==> config.mk <==
export PLATFORM = sky130hd
export DESIGN_NAME = mipsCore
export DESIGN_NICKNAME = d
export VERILOG_FILES = /design/src/mipsPkg.sv /design/src/insClassify.sv /design/src/hazardUnit.sv /design/src/regFile.sv /design/src/pipeDatapath.sv /design/src/mipsCore.sv
export SDC_FILE = /design/constraint.sdc
export NUM_CORES = 2
export LEC_CHECK = 0
export ABC_CLOCK_PERIOD_IN_PS = 10100
export BUFFER_PORTS_ARGS = -buffer_cell sky130_fd_sc_hd__buf_2
export CAP_MARGIN = 0
export CORE_MARGIN = 2
export CORE_UTILIZATION = 50
export CTS_CLUSTER_SIZE = 16
export DETAILED_ROUTE_END_ITERATION = 6
export PLACE_DENSITY = 0.73
export SLEW_MARGIN = 40
export SYNTH_ARGS = -nofsm -noshare
export SYNTH_HDL_FRONTEND = slang
export SYNTH_SLANG_ARGS = --single-unit
==> constraint.sdc <==
create_clock -name clk_i -period 10.1 [get_ports clk_i]
set_clock_uncertainty 0.1 [all_clocks]
set_input_delay 2.02 -clock clk_i [delete_from_list [all_inputs] [get_ports clk_i]]
set_output_delay 2.02 -clock clk_i [all_outputs]
set_load 0.02 [all_outputs]
==> src/mipsPkg.sv <==
package mipsPkg;

    // basic widths
    typedef logic [31:0] word_t;
    typedef logic [4:0]  regAddr_t;
    typedef logic [5:0]  opField_t;

    // instruction field positions
    localparam int OP_MSB = 31;
    localparam int RS_MSB = 25;
    localparam int RT_MSB = 20;
    localparam int RD_MSB = 15;
    localparam int FN_MSB = 5;

    localparam int       NUM_REGS = 32;
    localparam regAddr_t LINK_REG = 5'd31;
    localparam word_t    NOP_INS  = 32'h0000_0000;

    // primary opcodes
    localparam opField_t OP_SPECIAL = 6'h00;
    localparam opField_t OP_JAL     = 6'h03;
    localparam opField_t OP_BEQ     = 6'h04;
    localparam opField_t OP_ADDIU   = 6'h09;
    localparam opField_t OP_ORI     = 6'h0d;
    localparam opField_t OP_LUI     = 6'h0f;
    localparam opField_t OP_LW      = 6'h23;
    localparam opField_t OP_SW      = 6'h2b;

    // funct values under OP_SPECIAL
    localparam opField_t FN_JR   = 6'h08;
    localparam opField_t FN_ADDU = 6'h21;
    localparam opField_t FN_SUBU = 6'h23;
    localparam opField_t FN_OR   = 6'h25;
    localparam opField_t FN_SLT  = 6'h2a;

    typedef enum logic [2:0] {
        CLS_CALR  = 3'd0,
        CLS_JREG  = 3'd1,
        CLS_CALI  = 3'd2,
        CLS_BEQ   = 3'd3,
        CLS_LOAD  = 3'd4,
        CLS_STORE = 3'd5,
        CLS_JAL   = 3'd6,
        CLS_NOP   = 3'd7
    } insClass_e;

    typedef enum logic [1:0] {
        FWD_REG = 2'd0,
        FWD_M   = 2'd1,
        FWD_W   = 2'd2
    } fwdSel_e;

    // one instruction as the hazard logic sees it, dst is 0 for non-writers
    typedef struct packed {
        insClass_e cls;
        regAddr_t  rs;
        regAddr_t  rt;
        regAddr_t  dst;
        logic      readsRs;
        logic      readsRt;
    } stageInfo_t;

    typedef struct packed {
        logic    holdF;
        logic    holdD;
        logic    holdE;
        logic    bubbleE;
        logic    bubbleM;
        fwdSel_e fwdBranchA;
        fwdSel_e fwdBranchB;
        fwdSel_e fwdAluA;
        fwdSel_e fwdAluB;
        fwdSel_e fwdStoreData;
    } hazardCtrl_t;

endpackage

==> src/insClassify.sv <==
`timescale 1ns/100ps

module insClassify
    import mipsPkg::*;
(
    input  word_t      insWord_i,
    output stageInfo_t info_o
);

    opField_t op;
    opField_t fn;

    assign op = insWord_i[OP_MSB -: 6];
    assign fn = insWord_i[FN_MSB -: 6];

    always_comb
    begin
        info_o.cls     = CLS_NOP;
        info_o.rs      = insWord_i[RS_MSB -: 5];
        info_o.rt      = insWord_i[RT_MSB -: 5];
        info_o.dst     = '0;
        info_o.readsRs = 1'b0;
        info_o.readsRt = 1'b0;
        case (op)
            OP_SPECIAL:
            begin
                if (fn inside {FN_ADDU, FN_SUBU, FN_OR, FN_SLT})
                begin
                    info_o.cls     = CLS_CALR;
                    info_o.dst     = insWord_i[RD_MSB -: 5];
                    info_o.readsRs = 1'b1;
                    info_o.readsRt = 1'b1;
                end
                else if (fn == FN_JR)
                begin
                    info_o.cls     = CLS_JREG;
                    info_o.readsRs = 1'b1;
                end
            end
            OP_ORI, OP_ADDIU, OP_LUI:
            begin
                info_o.cls     = CLS_CALI;
                info_o.dst     = insWord_i[RT_MSB -: 5];
                // lui has no register source
                info_o.readsRs = (op != OP_LUI);
            end
            OP_LW:
            begin
                info_o.cls     = CLS_LOAD;
                info_o.dst     = insWord_i[RT_MSB -: 5];
                info_o.readsRs = 1'b1;
            end
            OP_SW:
            begin
                info_o.cls     = CLS_STORE;
                info_o.readsRs = 1'b1;
                info_o.readsRt = 1'b1;
            end
            OP_BEQ:
            begin
                info_o.cls     = CLS_BEQ;
                info_o.readsRs = 1'b1;
                info_o.readsRt = 1'b1;
            end
            OP_JAL:
            begin
                info_o.cls = CLS_JAL;
                info_o.dst = LINK_REG;
            end
            default:
            begin
                info_o.cls = CLS_NOP;
            end
        endcase
    end

endmodule

==> src/hazardUnit.sv <==
`timescale 1ns/100ps

module hazardUnit
    import mipsPkg::*;
(
    input  logic        clk_i,
    input  logic        rstN_i,
    input  stageInfo_t  infoD_i,
    input  stageInfo_t  infoE_i,
    input  stageInfo_t  infoM_i,
    input  stageInfo_t  infoW_i,
    output hazardCtrl_t ctrl_o
);

    // match on a real register only
    function automatic logic regHit(regAddr_t src, regAddr_t dst);
        return (src != '0) && (src == dst);
    endfunction

    // execute operand source, the newest producer wins
    function automatic fwdSel_e execSrc(
        logic     used,
        regAddr_t src,
        regAddr_t dstM,
        logic     loadM,
        regAddr_t dstW
    );
        if (!used)
        begin
            return FWD_REG;
        end
        if (regHit(src, dstM))
        begin
            // load data not ready yet, held value gets fixed later
            return loadM ? FWD_REG : FWD_M;
        end
        if (regHit(src, dstW))
        begin
            return FWD_W;
        end
        return FWD_REG;
    endfunction

    logic mLoad;
    logic brUseA;
    logic brUseB;
    logic exUseA;
    logic exUseB;
    logic exAluB;
    logic decStall;
    logic loadUse;

    // ******************************
    // consumers per stage
    // ******************************

    assign mLoad  = (infoM_i.cls == CLS_LOAD);

    // beq and jr resolve in decode
    assign brUseA = infoD_i.readsRs && (infoD_i.cls inside {CLS_BEQ, CLS_JREG});
    assign brUseB = infoD_i.readsRt && (infoD_i.cls == CLS_BEQ);

    // alu operand A, also the load and store address base
    assign exUseA = infoE_i.readsRs && !(infoE_i.cls inside {CLS_BEQ, CLS_JREG});
    // rt feeds the alu or becomes store data
    assign exUseB = infoE_i.readsRt && (infoE_i.cls inside {CLS_CALR, CLS_STORE});
    assign exAluB = infoE_i.readsRt && (infoE_i.cls == CLS_CALR);

    // ******************************
    // stall conditions
    // ******************************

    // branch source still being computed in E, or loaded in M
    assign decStall = (brUseA && regHit(infoD_i.rs, infoE_i.dst))
                   || (brUseB && regHit(infoD_i.rt, infoE_i.dst))
                   || (mLoad && brUseA && regHit(infoD_i.rs, infoM_i.dst))
                   || (mLoad && brUseB && regHit(infoD_i.rt, infoM_i.dst));

    // store data is left out, it is repaired from W in the memory stage
    assign loadUse = mLoad && ((exUseA && regHit(infoE_i.rs, infoM_i.dst))
                            || (exAluB && regHit(infoE_i.rt, infoM_i.dst)));

    always_comb
    begin
        ctrl_o.holdF   = decStall || loadUse;
        ctrl_o.holdD   = decStall || loadUse;
        ctrl_o.holdE   = loadUse;
        ctrl_o.bubbleE = decStall && !loadUse;
        ctrl_o.bubbleM = loadUse;

        // W producers reach decode through the register file bypass
        ctrl_o.fwdBranchA = (brUseA && regHit(infoD_i.rs, infoM_i.dst)) ? FWD_M : FWD_REG;
        ctrl_o.fwdBranchB = (brUseB && regHit(infoD_i.rt, infoM_i.dst)) ? FWD_M : FWD_REG;

        ctrl_o.fwdAluA = execSrc(exUseA, infoE_i.rs, infoM_i.dst, mLoad, infoW_i.dst);
        ctrl_o.fwdAluB = execSrc(exUseB, infoE_i.rt, infoM_i.dst, mLoad, infoW_i.dst);

        ctrl_o.fwdStoreData = FWD_REG;
        if ((infoM_i.cls == CLS_STORE) && regHit(infoM_i.rt, infoW_i.dst))
        begin
            ctrl_o.fwdStoreData = FWD_W;
        end
    end

    // load-use freezes E for exactly one cycle, the load then sits in W
    assert property (@(posedge clk_i) disable iff (!rstN_i)
        ctrl_o.bubbleM |-> ctrl_o.holdE && !ctrl_o.bubbleE ##1 !ctrl_o.bubbleM);

    // register 0 never comes from a later stage
    assert property (@(posedge clk_i) disable iff (!rstN_i)
        (infoD_i.rs != '0 || ctrl_o.fwdBranchA == FWD_REG)
        && (infoD_i.rt != '0 || ctrl_o.fwdBranchB == FWD_REG)
        && (infoE_i.rs != '0 || ctrl_o.fwdAluA == FWD_REG)
        && (infoE_i.rt != '0 || ctrl_o.fwdAluB == FWD_REG)
        && (infoM_i.rt != '0 || ctrl_o.fwdStoreData == FWD_REG));

endmodule

==> src/regFile.sv <==
`timescale 1ns/100ps

module regFile
    import mipsPkg::*;
(
    input  logic     clk_i,
    input  logic     rstN_i,
    input  regAddr_t raddrA_i,
    input  regAddr_t raddrB_i,
    output word_t    rdataA_o,
    output word_t    rdataB_o,
    input  logic     we_i,
    input  regAddr_t waddr_i,
    input  word_t    wdata_i
);

    word_t regs [NUM_REGS];
    logic  wrValid;

    // $0 is never written so it reads as zero
    assign wrValid = we_i && (waddr_i != '0);

    always_ff @(posedge clk_i or negedge rstN_i)
    begin
        if (!rstN_i)
        begin
            for (int i = 0; i < NUM_REGS; i++)
            begin
                regs[i] <= '0;
            end
        end
        else if (wrValid)
        begin
            regs[waddr_i] <= wdata_i;
        end
    end

    // write-before-read bypass
    assign rdataA_o = (wrValid && (waddr_i == raddrA_i)) ? wdata_i : regs[raddrA_i];
    assign rdataB_o = (wrValid && (waddr_i == raddrB_i)) ? wdata_i : regs[raddrB_i];

endmodule

==> src/pipeDatapath.sv <==
`timescale 1ns/100ps

module pipeDatapath
    import mipsPkg::*;
(
    input  logic        clk_i,
    input  logic        rstN_i,
    output word_t       imemAddr_o,
    input  word_t       imemData_i,
    output word_t       dmemAddr_o,
    output word_t       dmemWData_o,
    output logic        dmemWe_o,
    input  word_t       dmemRData_i,
    output word_t       insD_o,
    output word_t       insE_o,
    output word_t       insM_o,
    output word_t       insW_o,
    input  hazardCtrl_t ctrl_i,
    output regAddr_t    rfRaddrA_o,
    output regAddr_t    rfRaddrB_o,
    input  word_t       rfRdataA_i,
    input  word_t       rfRdataB_i,
    output logic        rfWe_o,
    output regAddr_t    rfWaddr_o,
    output word_t       rfWdata_o,
    output logic        wbEn_o,
    output regAddr_t    wbReg_o,
    output word_t       wbData_o
);

    function automatic word_t pickFwd(fwdSel_e sel, word_t held, word_t valM, word_t valW);
        case (sel)
            FWD_M:   return valM;
            FWD_W:   return valW;
            default: return held;
        endcase
    endfunction

    word_t    pcF;
    word_t    pcNext;
    word_t    insD;
    word_t    pcD;
    word_t    insE;
    word_t    pcE;
    word_t    rsValE;
    word_t    rtValE;
    word_t    insM;
    word_t    resM;
    word_t    rtValM;
    word_t    insW;
    word_t    resW;
    word_t    memW;
    word_t    valW;
    regAddr_t dstW;

    // ******************************
    // fetch and decode
    // ******************************

    opField_t opD;
    word_t    brA;
    word_t    brB;
    word_t    pcPlus4D;
    word_t    targetD;
    logic     takenD;

    assign imemAddr_o = pcF;
    assign opD        = insD[OP_MSB -: 6];
    assign rfRaddrA_o = insD[RS_MSB -: 5];
    assign rfRaddrB_o = insD[RT_MSB -: 5];
    assign brA        = pickFwd(ctrl_i.fwdBranchA, rfRdataA_i, resM, valW);
    assign brB        = pickFwd(ctrl_i.fwdBranchB, rfRdataB_i, resM, valW);
    assign pcPlus4D   = pcD + 32'd4;

    // delay slot is already in fetch, so the target goes straight to the PC
    always_comb
    begin
        takenD  = 1'b0;
        targetD = pcPlus4D + {{14{insD[15]}}, insD[15:0], 2'b00};
        if (opD == OP_BEQ)
        begin
            takenD = (brA == brB);
        end
        else if (opD == OP_JAL)
        begin
            takenD  = 1'b1;
            targetD = {pcPlus4D[31:28], insD[25:0], 2'b00};
        end
        else if ((opD == OP_SPECIAL) && (insD[FN_MSB -: 6] == FN_JR))
        begin
            takenD  = 1'b1;
            targetD = brA;
        end
    end

    assign pcNext = takenD ? targetD : pcF + 32'd4;

    // ******************************
    // execute
    // ******************************

    opField_t opE;
    word_t    opA;
    word_t    opB;
    word_t    immSextE;
    word_t    resE;

    assign opE      = insE[OP_MSB -: 6];
    assign opA      = pickFwd(ctrl_i.fwdAluA, rsValE, resM, valW);
    assign opB      = pickFwd(ctrl_i.fwdAluB, rtValE, resM, valW);
    assign immSextE = {{16{insE[15]}}, insE[15:0]};

    always_comb
    begin
        case (opE)
            OP_SPECIAL:
            begin
                case (insE[FN_MSB -: 6])
                    FN_ADDU: resE = opA + opB;
                    FN_SUBU: resE = opA - opB;
                    FN_OR:   resE = opA | opB;
                    FN_SLT:  resE = {31'b0, $signed(opA) < $signed(opB)};
                    default: resE = '0;
                endcase
            end
            OP_ORI:  resE = opA | {16'b0, insE[15:0]};
            OP_LUI:  resE = {insE[15:0], 16'b0};
            OP_JAL:  resE = pcE + 32'd8;
            // addiu, lw and sw share the adder
            default: resE = opA + immSextE;
        endcase
    end

    // ******************************
    // memory and writeback
    // ******************************

    assign dmemAddr_o  = resM;
    assign dmemWData_o = pickFwd(ctrl_i.fwdStoreData, rtValM, resM, valW);
    assign dmemWe_o    = (insM[OP_MSB -: 6] == OP_SW);

    always_comb
    begin
        case (insW[OP_MSB -: 6])
            OP_SPECIAL:
            begin
                dstW = '0;
                if (insW[FN_MSB -: 6] inside {FN_ADDU, FN_SUBU, FN_OR, FN_SLT})
                begin
                    dstW = insW[RD_MSB -: 5];
                end
            end
            OP_ORI, OP_LUI, OP_ADDIU, OP_LW: dstW = insW[RT_MSB -: 5];
            OP_JAL:  dstW = LINK_REG;
            default: dstW = '0;
        endcase
    end

    assign valW      = (insW[OP_MSB -: 6] == OP_LW) ? memW : resW;
    assign wbEn_o    = (dstW != '0);
    assign wbReg_o   = dstW;
    assign wbData_o  = valW;
    assign rfWe_o    = wbEn_o;
    assign rfWaddr_o = dstW;
    assign rfWdata_o = valW;

    assign insD_o = insD;
    assign insE_o = insE;
    assign insM_o = insM;
    assign insW_o = insW;

    // ******************************
    // pipeline registers
    // ******************************

    always_ff @(posedge clk_i or negedge rstN_i)
    begin
        if (!rstN_i)
        begin
            pcF  <= '0;
            insD <= NOP_INS;
            pcD  <= '0;
            insE <= NOP_INS;
            pcE  <= '0;
            insM <= NOP_INS;
            insW <= NOP_INS;
        end
        else
        begin
            if (!ctrl_i.holdF)
            begin
                pcF <= pcNext;
            end
            if (!ctrl_i.holdD)
            begin
                insD <= imemData_i;
                pcD  <= pcF;
            end
            if (ctrl_i.bubbleE)
            begin
                insE <= NOP_INS;
            end
            else if (!ctrl_i.holdE)
            begin
                insE <= insD;
                pcE  <= pcD;
            end
            insM <= ctrl_i.bubbleM ? NOP_INS : insE;
            insW <= insM;
        end
    end

    always_ff @(posedge clk_i)
    begin
        // a held E stage keeps its forwarded operands, W moves on meanwhile
        if (ctrl_i.holdE)
        begin
            rsValE <= opA;
            rtValE <= opB;
        end
        else
        begin
            rsValE <= rfRdataA_i;
            rtValE <= rfRdataB_i;
        end
        resM   <= resE;
        rtValM <= opB;
        resW   <= resM;
        memW   <= dmemRData_i;
    end

    assert property (@(posedge clk_i) disable iff (!rstN_i) pcF[1:0] == 2'b00);

endmodule

==> src/mipsCore.sv <==
`timescale 1ns/100ps

module mipsCore
    import mipsPkg::*;
(
    input  logic     clk_i,
    input  logic     rstN_i,
    output word_t    imemAddr_o,
    input  word_t    imemData_i,
    output word_t    dmemAddr_o,
    output word_t    dmemWData_o,
    output logic     dmemWe_o,
    input  word_t    dmemRData_i,
    output logic     wbEn_o,
    output regAddr_t wbReg_o,
    output word_t    wbData_o
);

    // stage order D, E, M, W
    word_t       insStage [4];
    stageInfo_t  info [4];
    hazardCtrl_t ctrl;
    regAddr_t    rfRaddrA;
    regAddr_t    rfRaddrB;
    word_t       rfRdataA;
    word_t       rfRdataB;
    logic        rfWe;
    regAddr_t    rfWaddr;
    word_t       rfWdata;

    pipeDatapath i_pipeDatapath (
        .clk_i       (clk_i),
        .rstN_i      (rstN_i),
        .imemAddr_o  (imemAddr_o),
        .imemData_i  (imemData_i),
        .dmemAddr_o  (dmemAddr_o),
        .dmemWData_o (dmemWData_o),
        .dmemWe_o    (dmemWe_o),
        .dmemRData_i (dmemRData_i),
        .insD_o      (insStage[0]),
        .insE_o      (insStage[1]),
        .insM_o      (insStage[2]),
        .insW_o      (insStage[3]),
        .ctrl_i      (ctrl),
        .rfRaddrA_o  (rfRaddrA),
        .rfRaddrB_o  (rfRaddrB),
        .rfRdataA_i  (rfRdataA),
        .rfRdataB_i  (rfRdataB),
        .rfWe_o      (rfWe),
        .rfWaddr_o   (rfWaddr),
        .rfWdata_o   (rfWdata),
        .wbEn_o      (wbEn_o),
        .wbReg_o     (wbReg_o),
        .wbData_o    (wbData_o)
    );

    for (genvar s = 0; s < 4; s++)
    begin : g_classify
        insClassify i_insClassify (
            .insWord_i (insStage[s]),
            .info_o    (info[s])
        );
    end

    hazardUnit i_hazardUnit (
        .clk_i   (clk_i),
        .rstN_i  (rstN_i),
        .infoD_i (info[0]),
        .infoE_i (info[1]),
        .infoM_i (info[2]),
        .infoW_i (info[3]),
        .ctrl_o  (ctrl)
    );

    regFile i_regFile (
        .clk_i    (clk_i),
        .rstN_i   (rstN_i),
        .raddrA_i (rfRaddrA),
        .raddrB_i (rfRaddrB),
        .rdataA_o (rfRdataA),
        .rdataB_o (rfRdataB),
        .we_i     (rfWe),
        .waddr_i  (rfWaddr),
        .wdata_i  (rfWdata)
    );

endmodule

# ---- Word-level counts from Yosys, hierarchy flattened
# Index checks and enable logic that the tools add are counted.
dict set report totals {
  register_bits 1440
  in_bits 66
  out_inout_bits 135
  word_cells 290
}
dict set report classes {
  add_sub_neg 7
  n_lt_le_gt_ge 5
  n_eq_ne 77
  mux 82
  n_bitwise 7
  reduce_logical 67
}
# operator count
set op_table {}
lappend op_table {{$bwmux 1024} 1}
lappend op_table {{$mux 32} 17}
lappend op_table {{$bmux 32 s5} 2}
lappend op_table {{$pmux 32 s2} 5}
lappend op_table {{$pmux 32 s4} 2}
lappend op_table {{$demux 32 s5} 1}
lappend op_table {{$eq 6x6->1 const B} 23}
lappend op_table {{$add 32x32->32} 3}
lappend op_table {{$eq 6x4->1 const B} 15}
lappend op_table {{$add 32x3->32 const B} 2}
lappend op_table {{$eq 5x5->1} 11}
lappend op_table {{$pmux 3 s6} 3}
lappend op_table {{$pmux 5 s3} 3}
lappend op_table {{$add 32x4->32 const B} 1}
lappend op_table {{$eq 32x32->1} 1}
lappend op_table {{$lt 32x32->1} 1}
lappend op_table {{$or 32x16->32} 1}
lappend op_table {{$or 32x32->32} 1}
lappend op_table {{$sub 32x32->32} 1}
lappend op_table {{$logic_and 1x1->1} 31}
lappend op_table {{$reduce_bool 5->1} 6}
lappend op_table {{$mux 2} 13}
lappend op_table {{$eq 6x2->1 const B} 4}
lappend op_table {{$logic_not 6->1} 4}
lappend op_table {{other kinds (26)} 93}

# ---- Longest topological paths before layout
dict set report depth {
  ltp_word 19
  mapped_depth 37
  ltp_nobuf 35
}

# ---- Hierarchy
# A second synthesis with hierarchy kept.
dict set report unflattened {
  cells_unflattened 7091
  hier_area_um2 84632.4
}
# mod n_inst cells_per_inst area_per_inst_um2 seq_area_each_um2
set modules_own_cells {}
lappend modules_own_cells {regFile 1 3434 53687.7 25624.6}
lappend modules_own_cells {pipeDatapath 1 3310 28427.3 9449.1}
lappend modules_own_cells {insClassify 4 61 437.9 0.0}
lappend modules_own_cells {hazardUnit 1 103 765.7 0.0}

# ---- Least setup slack after synthesis
# OpenSTA, ideal clock, no wires.
dict set report synth_timing {
  path_kind {register -> register}
  start {register i_pipeDatapath.insE[1], in the netlist i_pipeDatapath.insE_o[1]}
  end {register i_pipeDatapath.resM[28], in the netlist i_pipeDatapath.dmemAddr_o[28]}
  setup_time_ps 131
  arrival_time_ps 7335
  required_time_ps 9869
  setup_slack_ps 2534
  path_stages_with_launch 34
  path_buffers 5
  synth_period_minus_slack_ps 7566
  path_cell_list {dfrtp_1 clkbuf_1 inv_2 nor4_1 a21oi_1 or4_1 clkbuf_1 nand2_1 a22oi_1 nor2_1 or4b_2 ha_1 clkbuf_1 buf_1 clkbuf_1 nor2_1 a21oi_1 inv_1 ha_1 o21ba_2 o21ai_0 a21oi_1 o21bai_1 a21oi_1 o211ai_1 a311o_1 a2111oi_0 nor2_1 a221o_1 a221o_1 a21boi_0 xor2_1 a221oi_1 o21ai_0}
}
dict set report synth_via {
  elab_chain_len 14
  elab_cells_between_ends 38
  classes_between {3 x add/sub; 12 x eq/ne; 14 x mux; 2 x bitwise; 7 x reduce/logical}
}
# element line
set synth_lines {}
lappend synth_lines {{from (decl)} pipeDatapath.sv:43} ;# word_t insE;
lappend synth_lines {{from (signal assigned)} pipeDatapath.sv:205} ;# insE <= insD;
lappend synth_lines {{$eq 6x6->1 / $eq 6x4->1 (equally long branches)} {insClassify.sv:27, pipeDatapath.sv:118, insClassify.sv:34}}
lappend synth_lines {{$reduce_bool 4->1 / $mux 3 (equally long branches)} {insClassify.sv:27, insClassify.sv:34}}
lappend synth_lines {{$mux 3} insClassify.sv:27} ;# if (fn inside {FN_ADDU, FN_SUBU, FN_OR, FN_SLT})
lappend synth_lines {{$pmux 3 s6} insClassify.sv:24} ;# case (op)
lappend synth_lines {{$eq 3x2->1 / $eq 3x1->1 (equally long branches)} hazardUnit.sv:64} ;# assign exUseA = infoE_i.readsRs && !(infoE_i.cls inside {CLS_BEQ, CLS_JREG});
lappend synth_lines {{$reduce_bool 2->1} hazardUnit.sv:64}
lappend synth_lines {{$logic_not 1->1} hazardUnit.sv:64}
lappend synth_lines {{$logic_and 1x1->1} hazardUnit.sv:64}
lappend synth_lines {{$mux 2} hazardUnit.sv:32} ;# if (regHit(src, dstM))
lappend synth_lines {{$eq 2x2->1 / $eq 2x1->1 (equally long branches)} pipeDatapath.sv:32} ;# case (sel)
lappend synth_lines {{$pmux 32 s2} pipeDatapath.sv:32}
lappend synth_lines {{$sub 32x32->32 (tied with other cells)} pipeDatapath.sv:120} ;# FN_SUBU: resE = opA - opB;
lappend synth_lines {{$pmux 32 s4} pipeDatapath.sv:118} ;# case (insE[FN_MSB -: 6])
lappend synth_lines {{$pmux 32 s4 *} pipeDatapath.sv:115} ;# case (opE)
lappend synth_lines {{named net i_pipeDatapath.resE[28]} pipeDatapath.sv:106} ;# word_t resE;
lappend synth_lines {{to (signal assigned)} pipeDatapath.sv:226} ;# resM <= resE;
lappend synth_lines {{to (decl)} pipeDatapath.sv:48} ;# word_t resM;
# The timed path passes the listed nets; every way through them passes the cells marked *.
# A chain may end at the register's enable or synchronous reset.

# ---- Final worst setup path
dict set report layout_timing {
  start {register i_pipeDatapath.insW[30], in the netlist i_pipeDatapath.insW_o[30]}
  end {register i_pipeDatapath.resM[0], in the netlist i_pipeDatapath.dmemAddr_o[0]}
}
dict set report layout_via {
  elab_chain_len 16
  elab_cells_between_ends 41
  classes_between {3 x add/sub; 1 x order compare; 11 x eq/ne; 20 x mux; 2 x bitwise; 4 x reduce/logical}
}
# element line
set layout_lines {}
lappend layout_lines {{from (decl)} pipeDatapath.sv:50} ;# word_t insW;
lappend layout_lines {{from (signal assigned)} pipeDatapath.sv:209} ;# insW <= insM;
lappend layout_lines {{$eq 6x4->1 / $eq 6x6->1 (equally long branches)} --}
lappend layout_lines {{$reduce_or 4->1 (no source line)} --}
lappend layout_lines {{$pmux 5 s3} insClassify.sv:24}
lappend layout_lines {{$eq 5x5->1} hazardUnit.sv:17} ;# return (src != '0) && (src == dst);
lappend layout_lines {{$logic_and 1x1->1} hazardUnit.sv:17}
lappend layout_lines {{$mux 1 (2 in series)} hazardUnit.sv:37} ;# if (regHit(src, dstW))
lappend layout_lines {{$mux 1} hazardUnit.sv:32}
lappend layout_lines {{$mux 2} hazardUnit.sv:41} ;# return FWD_REG;
lappend layout_lines {{$mux 2} hazardUnit.sv:37}
lappend layout_lines {{$mux 2} hazardUnit.sv:32}
lappend layout_lines {{$eq 2x2->1 / $eq 2x1->1 (equally long branches)} pipeDatapath.sv:32}
lappend layout_lines {{$pmux 32 s2} pipeDatapath.sv:32}
lappend layout_lines {{$sub 32x32->32 (tied with other cells)} pipeDatapath.sv:120}
lappend layout_lines {{$pmux 32 s4} pipeDatapath.sv:118}
lappend layout_lines {{$pmux 32 s4 *} pipeDatapath.sv:115}
lappend layout_lines {{named net i_pipeDatapath.resE[0]} pipeDatapath.sv:106}
# The timed path passes the listed nets; every way through them passes the cells marked *. The select of a mux whose other input is x is not followed.

==> impl_metrics.csv <==
group,metric,value,unit
clock_tree,cts_tree,"built",
timing,fmax,106,MHz
die,die_x,400,µm
worst_hold_path,hold_end,"i_pipeDatapath.insW_o[5]$_DFF_PN0_",
yosys,syn_nets,7930,
global_route,overflow,0,
die,core,156000,µm²
yosys,synthArstFlopShare,0.865,
global_route,grt_first_pass_wirelength,437,mm
layout,layout_commonest_cell,"nand2_1",
setup_path,r2r_cells,30,
worst_hold_path,hp-class,"reg -> reg",
global_route,grt_util_all_layers,0.371,
die,row_count,145,
place,port_buffers,200,
timing,finalHoldViolations,0,
worst_hold_path,holdCritStartpoint,"i_pipeDatapath.insM_o[5]$_DFF_PN0_",
yosys,synth_top_family_by_area,"multiplexers",
clock_tree,cts_resized,0,
setup_path,critPathSlowestCell,"or4b_2",
setup_path,critPathRequiredTime,10.69,ns
yosys,netlist_top_cells_area,"dfrtp_1 (39%), mux4_2 (18%), o21ai_0 (7.4%)",
yosys,synth.top_cell.area_share,0.391,
timing,worst_pin_slew,1.09,ns
clock_tree,h-tree-depth,4,
detailed_routing,dr.pass1.iters,7,
yosys,synth.largest_area_cell,"dfrtp_1",
yosys,synthMuxAreaShare,0.204,
power_and_ir_drop,leakage,37.9,nW
detailed_routing,wl_per_cell,30.8,µm
clock_tree,cts_root_buf,"clkbuf_16",
setup_path,reg2reg_slack,0.65,ns
timing,holdWs,0.279,ns
worst_hold_path,holdPathStages,0,
flow_run,cap_violations,0,
die,dieArea,160000,µm²
detailed_routing,antenna_left,0,
global_route,antenna_found_initial,19,
detailed_routing,post-route-drc-count,3,
timing,drv_slew,0,
clock_tree,hold_buffers,0,
layout,drive_above_1_share,0.186,
yosys,yosys_register_bits,1420,
setup_path,worstPathArrival,10.04,ns
global_route,grt_pass1_vias,63400,
power_and_ir_drop,power.density,207,nW/µm²
timing,max_slew_margin,0.273,
yosys,synthXorXnorAreaFrac,0.0231,
layout,area_growth,11.6,%
clock_tree,cts_sinks,1420,
clock_tree,cts_buffers,156,
setup_path,end_kind,"flop",
clock_tree,clock_latency,0.81,ns
yosys,synth_flop_cell,"dfrtp_1",
die,die_h,400,µm
yosys,synth.avg_cell_area,10.2,µm²
detailed_routing,vias,64500,
detailed_routing,vias_per_cell,6.63,
clock_tree,clk_pin_slew_worst_paths,0.06,ns
detailed_routing,dr.first_iter.drc_count,8191,
place,hpwl,195,mm
global_route,grt_max_degree,135,
setup_path,slowest_delay,0.74,ns
setup_path,cp-start-kind,"flop",
power_and_ir_drop,ir_drop,0.190,mV
yosys,syn_area,78600,µm²
setup_path,cp_common_cell,"a21oi_1",
setup_path,reg2reg_from,"i_pipeDatapath.insW_o[30]$_DFF_PN0_",
clock_tree,clk_path_buf_depth,3,
yosys,synth_cell_types,96,
yosys,yosys.area_share.simple,0.119,
die,ioPinCount,201,
place,dp_worst_setup_slack,0.835,ns
timing,rsz0062_at_grt,"false",
global_route,grt_util_met1,0.511,
yosys,ys_warn_count,0,
status,outcome,"finished, violations left",
global_route,met2_usage,0.543,
layout,layout_common_cells,"nand2_1 (1487), dfrtp_1 (1221), o21ai_0 (1148)",
yosys,ys_seq_area_frac,0.440,
timing,setup_viol,0,
yosys,syn-instance-count,7671,
global_route,grt_most_used_layer,"met2",
timing,period_needed,9.45,ns
setup_path,worst-path-max-fanout,19,
clock_tree,cts_setup_buffers,0,
place,finalWeightedCongestion,1.05,
global_route,met3_usage,0.0993,
timing,post-route-period-util,0.936,
yosys,synth_compound_area_frac,0.140,
timing,tns,0,ns
yosys,synth-adder-area-share,0.0311,
yosys,synth_edf_count,0,
timing,setup_slack,0.650,ns
setup_path,crit_type,"reg -> reg",
detailed_routing,totalWireLength,299,mm
layout,nets,7799,
setup_path,r2r-end,"i_pipeDatapath.dmemAddr_o[0]$_DFF_P_",
die,start_util,0.503,
status,violations,"DRC",
synthesized netlist by cell type, drive strengths merged, types with 16 or more instances:
cell type     n
and2         27
o22ai        48
mux2         30
nor4         21
and3         43
nor3         48
nand3        67
a31oi        24
o211ai       16
a21oi       375
a221o        17
a221oi       21
mux2i       128
mux4        640
nor2        370
o21bai       19
inv         200
nor2b        19
xor2         57
nand2      1516
dfrtp      1228
buf         126
ha          189
or3          20
nand2b       26
clkbuf      525
nand4        39
dfxtp       192
o21ai      1168
a22oi        98
xnor2       150
a21o         37
o221ai       20
worst max-delay path: cells and delay by family (launching register included):
kind,cells,cell delay [ns]
XOR/XNOR,1,0.17
AND/OR/NAND/NOR,7,2.81
flip-flops,1,0.39
buffers and inverters,2,0.47
AO/OA/AOI/OAI,18,4.62
adder cells (fa/ha/maj),2,0.75
how the worst max path moves through the flow:
stage | from | cells past startpoint | slack (ns) | endpoint
3_5_place_dp | i_pipeDatapath.insW_o[30]$_DFF_PN0_ | 29 | 0.83 | i_pipeDatapath.dmemAddr_o[31]$_DFF_P_
2_1_floorplan | i_pipeDatapath.insE_o[1]$_DFFE_PN0P_ | 33 | 2.53 | i_pipeDatapath.dmemAddr_o[28]$_DFF_P_
4_1_cts | i_pipeDatapath.insW_o[30]$_DFF_PN0_ | 29 | 0.80 | i_pipeDatapath.dmemAddr_o[31]$_DFF_P_
6_report | i_pipeDatapath.insW_o[30]$_DFF_PN0_ | 30 | 0.65 | i_pipeDatapath.dmemAddr_o[0]$_DFF_P_
3_3_place_gp | i_pipeDatapath.insW_o[30]$_DFF_PN0_ | 29 | 0.92 | i_pipeDatapath.dmemAddr_o[31]$_DFF_P_
5_1_grt | i_pipeDatapath.insM_o[29]$_DFF_PN0_ | 35 | 0.19 | i_pipeDatapath.dmemAddr_o[31]$_DFF_P_
logic make-up after synthesis:
group	count (synthesis)
multiplexers	798
AO/OA/AOI/OAI	1955
adder cells (fa/ha/maj)	193
buffers and inverters	856
flip-flops	1420
AND/OR/NAND/NOR	2242
XOR/XNOR	207
where the power goes:
group / switching, mW / internal, mW / leakage (nW) / total, mW
combinational: 3.05 / 1.81 / 17.3 / 4.85
clock: 2.52 / 3.58 / 2.65 / 6.10
sequential: 0.831 / 6.38 / 18.0 / 7.21
total: 6.40 / 11.8 / 37.9 / 18.2
registers in the layout, indices dropped and copies added (netlist names):
name                       count
i_pipeDatapath.pcE            32
i_pipeDatapath.insM_o         22
i_pipeDatapath.rtValM         32
i_pipeDatapath.rtValE         32
i_pipeDatapath.pcD            32
i_regFile.regs              1024
i_pipeDatapath.resW           32
i_pipeDatapath.insW_o         22
i_pipeDatapath.insD_o         32
i_pipeDatapath.insE_o         32
i_pipeDatapath.dmemAddr_o     32
i_pipeDatapath.imemAddr_o     32
i_pipeDatapath.rsValE         32
i_pipeDatapath.memW           32
layout make-up:
class,count,area (µm²)
fillers,13100,68500
well taps,2058,2570
flip-flops and latches,1420,34600
repair buffers,362,2640
diodes,3,7.51
clock inverters,60,892
inverters,205,787
multi-input cells,5395,41600
clock buffers,224,4530
through the flow:
step	instance area, µm²	util	total power [mW]	std cells
floorplan	78600	-	9.95	7671
finish	87700	0.561	18.2	9727
global route	87700	0.561	18.8	9724
CTS	87500	0.560	18.0	9720
global placement	81500	0.521	11.8	9414
detailed placement	82100	0.526	12.0	9436
per-layer routing:
metal  vias to the layer above  wire (µm)
li1                      27300          -
met1                     32500     117000
met2                      3901     130000
met3                       857      34100
met4                        12      18100
met5                         -         86
Power figures use the tool's default switching activity.
